==> config.mk <==
export PLATFORM = sky130hd
export DESIGN_NAME = csr_unit
export DESIGN_NICKNAME = d
export VERILOG_FILES = /design/src/hw/csr_pkg.sv /design/src/hw/csr_decode.sv /design/src/hw/csr_counters.sv /design/src/hw/csr_ext_port.sv /design/src/hw/csr_combine.sv /design/src/hw/csr_unit.sv
export SDC_FILE = /design/constraint.sdc
export NUM_CORES = 1
export LEC_CHECK = 0
export ABC_AREA = 1
export BUFFER_PORTS_ARGS = -buffer_cell sky130_fd_sc_hd__buf_2
export CORE_MARGIN = 2
export CORE_UTILIZATION = 40
export DETAILED_ROUTE_END_ITERATION = 8
export PLACE_DENSITY = 0.56
export SLEW_MARGIN = 20
export SYNTH_ARGS = -nofsm -noshare
export SYNTH_HDL_FRONTEND = slang
export SYNTH_HIERARCHICAL = 1
export SYNTH_SLANG_ARGS = --single-unit
==> constraint.sdc <==
create_clock -name clk -period 8.93 [get_ports clk]
set_input_delay 2.2325 -clock clk [delete_from_list [all_inputs] [get_ports clk]]
set_output_delay 2.2325 -clock clk [all_outputs]
set_load 0.005 [all_outputs]
==> src/hw/csr_pkg.sv <==
// csr addresses, uart status bits, op and target enums, shared structs for the csr unit
package csr_pkg;

  // csr addresses
  localparam logic [11:0] addr_mcycle    = 12'hB00;
  localparam logic [11:0] addr_minstret  = 12'hB02;
  localparam logic [11:0] addr_mcycleh   = 12'hB80;
  localparam logic [11:0] addr_minstreth = 12'hB82;
  localparam logic [11:0] addr_muartstat = 12'hFC0;
  localparam logic [11:0] addr_muartrx   = 12'hFC1;
  localparam logic [11:0] addr_muarttx   = 12'h7C0;
  localparam logic [11:0] addr_bfs_base  = 12'h7D0;
  localparam logic [11:0] addr_ml2stat   = 12'h7E0;

  // uart status bits
  localparam logic [31:0] uartstat_rxempty = 32'h0000_0001;
  localparam logic [31:0] uartstat_txempty = 32'h0000_0004;

  typedef enum logic [1:0] {
    op_read  = 2'd0,
    op_write = 2'd1,
    op_set   = 2'd2,
    op_clear = 2'd3
  } csr_op_e;

  typedef enum logic [3:0] {
    tgt_mcycle,
    tgt_mcycleh,
    tgt_minstret,
    tgt_minstreth,
    tgt_uartstat,
    tgt_uartrx,
    tgt_uarttx,
    tgt_bfs,
    tgt_l2stat,
    tgt_none
  } csr_target_e;

  // request from rename
  typedef struct packed {
    logic        write;
    csr_op_e     op;
    logic [6:0]  robid;
    logic [5:0]  rd;
    logic [31:0] op1;
    logic [11:0] imm;
  } csr_req_t;

  typedef struct packed {
    logic        valid;
    csr_op_e     op;
    logic [6:0]  robid;
    logic [5:0]  rd;
    logic [31:0] op1;
    logic [11:0] addr;
    csr_target_e target;
    logic        read_only;
  } csr_cmd_t;

  typedef struct packed {
    logic        wen;
    logic [31:0] wdata;
  } csr_wr_t;

  typedef struct packed {
    logic [31:0] mcycle;
    logic [31:0] mcycleh;
    logic [31:0] minstret;
    logic [31:0] minstreth;
  } csr_counters_t;

  // accelerator window
  typedef struct packed {
    logic        valid;
    logic [3:0]  addr;
    logic        wen;
    logic [31:0] wdata;
  } bfs_req_t;

  typedef struct packed {
    logic        valid;
    logic        error;
    logic [31:0] rdata;
  } bfs_rsp_t;

  typedef struct packed {
    logic [31:0] rdata;
    logic        error;
    logic        busy;
    logic        stall;
  } ext_rsp_t;

  typedef struct packed {
    logic        valid;
    logic        error;
    logic [6:0]  robid;
    logic [5:0]  rd;
    logic [31:0] result;
  } csr_wb_t;

endpackage

==> src/hw/csr_decode.sv <==
// csr command register and address decode into a target
`timescale 1ns/1ps

module csr_decode (
  input  logic              clk,
  input  logic              rst,
  input  csr_pkg::csr_req_t req,
  input  logic              stall,
  output csr_pkg::csr_cmd_t cmd
);

  import csr_pkg::*;

  csr_target_e target_d;
  logic        read_only_d;

  // decode straight from the immediate so target is ready with the command
  always_comb begin
    target_d = tgt_none;
    if (req.imm[11:4] == addr_bfs_base[11:4]) begin
      target_d = tgt_bfs;
    end else begin
      case (req.imm)
        addr_mcycle:    target_d = tgt_mcycle;
        addr_mcycleh:   target_d = tgt_mcycleh;
        addr_minstret:  target_d = tgt_minstret;
        addr_minstreth: target_d = tgt_minstreth;
        addr_muartstat: target_d = tgt_uartstat;
        addr_muartrx:   target_d = tgt_uartrx;
        addr_muarttx:   target_d = tgt_uarttx;
        addr_ml2stat:   target_d = tgt_l2stat;
        default:        target_d = tgt_none;
      endcase
    end
  end

  // top two address bits set marks a read-only csr
  assign read_only_d = &req.imm[11:10];

  always_ff @(posedge clk) begin
    if (rst) begin
      cmd.valid <= 1'b0;
    end else if (!stall) begin
      cmd.valid <= req.write;
    end
  end

  // payload held while stalled
  always_ff @(posedge clk) begin
    if (!stall && req.write) begin
      cmd.op        <= req.op;
      cmd.robid     <= req.robid;
      cmd.rd        <= req.rd;
      cmd.op1       <= req.op1;
      cmd.addr      <= req.imm;
      cmd.target    <= target_d;
      cmd.read_only <= read_only_d;
    end
  end

endmodule

==> src/hw/csr_counters.sv <==
// 64-bit cycle and retired instruction counters with csr write override
`timescale 1ns/1ps

module csr_counters (
  input  logic                   clk,
  input  logic                   rst,
  input  csr_pkg::csr_cmd_t      cmd,
  input  csr_pkg::csr_wr_t       wr,
  input  logic                   rob_ret_valid,
  output csr_pkg::csr_counters_t counters
);

  import csr_pkg::*;

  logic [63:0] cycle_q;
  logic [63:0] instret_q;
  logic [63:0] cycle_d;
  logic [63:0] instret_d;

  // explicit write replaces one half after the passive increment
  always_comb begin
    cycle_d   = cycle_q + 64'd1;
    instret_d = instret_q + {63'd0, rob_ret_valid};
    if (wr.wen) begin
      case (cmd.target)
        tgt_mcycle:    cycle_d[31:0]    = wr.wdata;
        tgt_mcycleh:   cycle_d[63:32]   = wr.wdata;
        tgt_minstret:  instret_d[31:0]  = wr.wdata;
        tgt_minstreth: instret_d[63:32] = wr.wdata;
        default: ;
      endcase
    end
  end

  always_ff @(posedge clk) begin
    if (rst) begin
      cycle_q   <= 64'd0;
      instret_q <= 64'd0;
    end else begin
      cycle_q   <= cycle_d;
      instret_q <= instret_d;
    end
  end

  assign counters.mcycle    = cycle_q[31:0];
  assign counters.mcycleh   = cycle_q[63:32];
  assign counters.minstret  = instret_q[31:0];
  assign counters.minstreth = instret_q[63:32];

endmodule

==> src/hw/csr_ext_port.sv <==
// external csr access: accelerator window, uart registers and l2 status
`timescale 1ns/1ps

module csr_ext_port (
  input  logic              clk,
  input  logic              rst,
  input  csr_pkg::csr_cmd_t cmd,
  input  csr_pkg::csr_wr_t  wr,
  input  logic              l2_req,
  output csr_pkg::bfs_req_t bfs_req,
  input  csr_pkg::bfs_rsp_t bfs_rsp,
  output csr_pkg::ext_rsp_t ext,
  output logic              uart_tx_valid,
  output logic [7:0]        uart_tx_data
);

  import csr_pkg::*;

  logic busy;
  logic bfs_sel;
  logic bfs_rmw;
  logic l2_wr;
  logic l2_hold;

  assign bfs_sel = cmd.valid && (cmd.target == tgt_bfs);
  // set and clear are not supported on the window
  assign bfs_rmw = (cmd.op == op_set) || (cmd.op == op_clear);

  assign bfs_req.valid = bfs_sel && !bfs_rmw && !busy;
  assign bfs_req.addr  = cmd.addr[3:0];
  assign bfs_req.wen   = wr.wen;
  assign bfs_req.wdata = cmd.op1;

  // second cycle of a window access
  always_ff @(posedge clk) begin
    if (rst) begin
      busy <= 1'b0;
    end else begin
      busy <= bfs_req.valid;
    end
  end

  assign l2_wr = wr.wen && (cmd.target == tgt_l2stat);

  always_ff @(posedge clk) begin
    if (rst || !l2_req) begin
      l2_hold <= 1'b0;
    end else if (l2_wr) begin
      l2_hold <= 1'b1;
    end
  end

  always_ff @(posedge clk) begin
    if (rst) begin
      uart_tx_valid <= 1'b0;
    end else begin
      uart_tx_valid <= wr.wen && (cmd.target == tgt_uarttx);
    end
  end

  always_ff @(posedge clk) begin
    if (wr.wen && (cmd.target == tgt_uarttx)) begin
      uart_tx_data <= wr.wdata[7:0];
    end
  end

  always_comb begin
    case (cmd.target)
      tgt_uartstat: ext.rdata = uartstat_txempty | uartstat_rxempty;
      tgt_uartrx:   ext.rdata = 32'd0;
      tgt_uarttx:   ext.rdata = {24'd0, uart_tx_data};
      tgt_bfs:      ext.rdata = bfs_rsp.rdata;
      tgt_l2stat:   ext.rdata = {31'd0, l2_req};
      default:      ext.rdata = 32'd0;
    endcase
  end

  // missing response counts as an error
  assign ext.error = (busy && (!bfs_rsp.valid || bfs_rsp.error)) || (bfs_sel && bfs_rmw);
  assign ext.busy  = busy;
  assign ext.stall = bfs_req.valid || (l2_wr && l2_req) || (l2_hold && l2_req);

endmodule

==> src/hw/csr_combine.sv <==
// csr read mux, read-modify-write data, error, stall and writeback
`timescale 1ns/1ps

module csr_combine (
  input  csr_pkg::csr_cmd_t      cmd,
  input  csr_pkg::csr_counters_t counters,
  input  csr_pkg::ext_rsp_t      ext,
  output csr_pkg::csr_wr_t       wr,
  output logic                   stall,
  output csr_pkg::csr_wb_t       wb
);

  import csr_pkg::*;

  logic [31:0] rdata;
  logic        is_write;
  logic        known;
  logic        ro_error;

  always_comb begin
    case (cmd.target)
      tgt_mcycle:    rdata = counters.mcycle;
      tgt_mcycleh:   rdata = counters.mcycleh;
      tgt_minstret:  rdata = counters.minstret;
      tgt_minstreth: rdata = counters.minstreth;
      default:       rdata = ext.rdata;
    endcase
  end

  always_comb begin
    case (cmd.op)
      op_write: wr.wdata = cmd.op1;
      op_set:   wr.wdata = rdata | cmd.op1;
      op_clear: wr.wdata = rdata & ~cmd.op1;
      default:  wr.wdata = 32'd0;
    endcase
  end

  assign is_write = cmd.op != op_read;
  assign known    = cmd.target != tgt_none;
  assign ro_error = is_write && cmd.read_only;

  assign wr.wen = cmd.valid && is_write && known && !cmd.read_only;

  assign stall = ext.stall;

  // result is always the value before the write
  assign wb.valid  = cmd.valid;
  assign wb.error  = cmd.valid && (!known || ro_error || ext.error);
  assign wb.robid  = cmd.robid;
  assign wb.rd     = cmd.rd;
  assign wb.result = rdata;

endmodule

==> src/hw/csr_unit.sv <==
// csr unit top: decode, counters, external port and combine
`timescale 1ns/1ps

module csr_unit (
  input  logic              clk,
  input  logic              rst,
  input  csr_pkg::csr_req_t req,
  output logic              stall,
  output csr_pkg::csr_wb_t  wb,
  input  logic              rob_ret_valid,
  input  logic              l2_req,
  output csr_pkg::bfs_req_t bfs_req,
  input  csr_pkg::bfs_rsp_t bfs_rsp,
  output logic              uart_tx_valid,
  output logic [7:0]        uart_tx_data
);

  import csr_pkg::*;

  csr_cmd_t      cmd;
  csr_counters_t counters;
  ext_rsp_t      ext;
  csr_wr_t       wr;

  csr_decode decode_i (
    .clk   (clk),
    .rst   (rst),
    .req   (req),
    .stall (stall),
    .cmd   (cmd)
  );

  csr_counters counters_i (
    .clk           (clk),
    .rst           (rst),
    .cmd           (cmd),
    .wr            (wr),
    .rob_ret_valid (rob_ret_valid),
    .counters      (counters)
  );

  csr_ext_port ext_port_i (
    .clk           (clk),
    .rst           (rst),
    .cmd           (cmd),
    .wr            (wr),
    .l2_req        (l2_req),
    .bfs_req       (bfs_req),
    .bfs_rsp       (bfs_rsp),
    .ext           (ext),
    .uart_tx_valid (uart_tx_valid),
    .uart_tx_data  (uart_tx_data)
  );

  csr_combine combine_i (
    .cmd      (cmd),
    .counters (counters),
    .ext      (ext),
    .wr       (wr),
    .stall    (stall),
    .wb       (wb)
  );

endmodule

==> qor.yml <==
finish.utilization_pct: 44.7
cts_tree: "yes"
syn2layout_area_growth_pct: 9.97
syn_nets: 2453
hold_violations: 0
grt_max_degree: 75
cts-buffers-inserted: 17
intPower_w: 0.00136
critPathLaunch: "decode_i/cmd[4]"
required_ns: 6.70
swShare_pct: 28.2
power_w: 0.00189
hpwl_um: 44500
die_w_um: 194
holdBufCountCts: 0
nFillCells: 3898
cts_buffer_depth: 2
fin_cells: 2925
setup_viol: 0
status: "finished clean"
layout.area.seq_mm2: 0.00456
timing.final.crit_share_pct: 61.9
vias: 15363
worstMarginPinSlew_ns: 1.07
track_usage_pct: 30.1
fmax_mhz: 181
finalCriticalPeriod_ns: 5.52
io_pins: 193
rsz0062_at_grt: "false"
wl_per_cell_um: 19.7
end_kind: "output pin"
cts_resized: 0
hold_class: "register to register"
start_util_pct: 40.7
routed_wl_um: 57600
ir_drop_v: 0.000134
cts_max_level: 4
io_buffer_count: 192
drc: 0
fp.coreArea_mm2: 0.0357
slew_headroom_pct: 28.5
antenna_found_initial: 1
diodes: 0
syn-instance-count: 2352
ys_warn_count: 6
dp_cells: 2893
p_leak_nw: 7.89
r2r-end: "counters_i/instret_q[49]"
nets: 2552
hold_start: "ext_port_i/l2_hold"
clock-sinks: 196
clk_latency_ns: 0.48
arrival_ns: 3.29
drtAntennaViolNets: 0
dieArea_mm2: 0.0378
grt_pass1_wl_um: 85600
pwr-share-comb_pct: 8.3
p_clk_share_pct: 41.4
p_seq_share_pct: 50.4
reg2reg_setup_slack_ns: 4.84
cts-root-buf: "clkbuf_16"
grt-ovfl-total: 0
routed_via_density: 5.25
core.rowCount: 69
syn_area_mm2: 0.0145
worstSetupStartpointType: "register"
cp_max_fo: 56
power.switching_w: 0.000533
post_cts_buffers: 0
drt-initial-drc-count: 1457
firstDrtPassIters: 6
path_class: "register to output pin"
die_y_um: 194
grt_pass1_vias: 14030
final_max_slew_viol_count: 0
clk_pin_slew_ns: 0.07
cp-endpoint: "wb[16]"
syn_avg_cell_area_um2: 6.17
final.setup.tns_ns: 0
r2r_cells: 12
multi_input_comb_area_mm2: 0.00791
power_density_mw_per_mm2: 118
drive_above_1_share_pct: 14.4
timing.rr.start: "decode_i/cmd[1]"
place.gp.congestion: 0.973
clock_skew_ns: 0.0174
max_cap_violations: 0
[area by class of cell]
cell class | count | share of cell area [%]
multi-input cells | 1695 | 49.6
flip-flops and latches | 196 | 28.6
inverters | 334 | 7.86
repair buffers | 207 | 6.73
well taps | 461 | 3.62
clock buffers | 18 | 2.69
clock inverters | 14 | 0.879
[worst max-delay path, cell delays in order (launching register included)]
cell and delay (ns):
edfxtp_1 0.51, nor2_4 0.14, buf_4 0.53, clkinv_1 1.04, nand2_1 0.33, nand2_2 0.09, buf_2 0.14
[placed cells by master, fill, tap and decap left out, drive strengths merged]
| cell type | instances |
|---|---|
| o211ai | 13 |
| clkinv | 6 |
| ha | 3 |
| nor2 | 384 |
| nand3b | 9 |
| o21bai | 21 |
| xor2 | 23 |
| o21ai | 97 |
| or2 | 7 |
| xnor2 | 17 |
| clkinvlp | 2 |
| a221oi | 2 |
| clkbuf | 18 |
| dfxtp | 132 |
| buf | 207 |
| nand3 | 253 |
| a31oi | 5 |
| and3 | 1 |
| o22ai | 1 |
| inv | 340 |
| nor3 | 14 |
| edfxtp | 64 |
| nand4 | 29 |
| a21oi | 82 |
| nand2 | 734 |
[power groups by stage]
stage | Sequential (W) | Clock [W] | Combinational [W]
6_report | 0.000951 | 0.000781 | 0.000156
4_1_cts | 0.000951 | 0.000800 | 0.000152
2_1_floorplan | 0.000968 | 0 | 0.0000880
3_3_place_gp | 0.000971 | 0 | 0.000151
3_5_place_dp | 0.000971 | 0 | 0.000151
5_1_grt | 0.000953 | 0.000827 | 0.000167
[state kept, by name, summed over array words and instances (netlist names)]
signal                    cells
decode_i/cmd                 57
ext_port_i/uart_tx_valid      1
counters_i/cycle_q           64
counters_i/instret_q         64
ext_port_i/busy               1
ext_port_i/l2_hold            1
ext_port_i/uart_tx_data       8
[routing by layer]
layer  up-vias  part of all wire [%]  global-route usage, %
li1       7518                     -                      -
met1      7230                    44                   41.3
met2       551                    47                   49.6
met3        64                   7.1                   4.49
met4         0                   2.0                   7.29
met5         -                     0                      0
[per-stage QoR]
| stage | cell area [µm²] | setup WS, ns | hold slack, ns |
|---|---|---|---|
| after global routing | 16000 | 3.19 | 0.482 |
| after floorplan | 14500 | 3.56 | 0.425 |
| final | 16000 | 3.41 | 0.463 |
| after CTS | 16000 | 3.58 | 0.459 |
| after detailed placement | 15400 | 3.83 | 0.448 |
| after global placement | 15400 | 3.77 | 0.441 |
[worst min-delay path by stage]
stage                         end  slack [ns]  cells after the start
6_report       ext_port_i/l2_hold        0.46                      2
5_1_grt        ext_port_i/l2_hold        0.48                      2
4_1_cts        ext_port_i/l2_hold        0.46                      2
3_5_place_dp   ext_port_i/l2_hold        0.45                      2
3_3_place_gp   ext_port_i/l2_hold        0.44                      2
2_1_floorplan  ext_port_i/l2_hold        0.43                      2
Power figures use the tool's default switching activity.
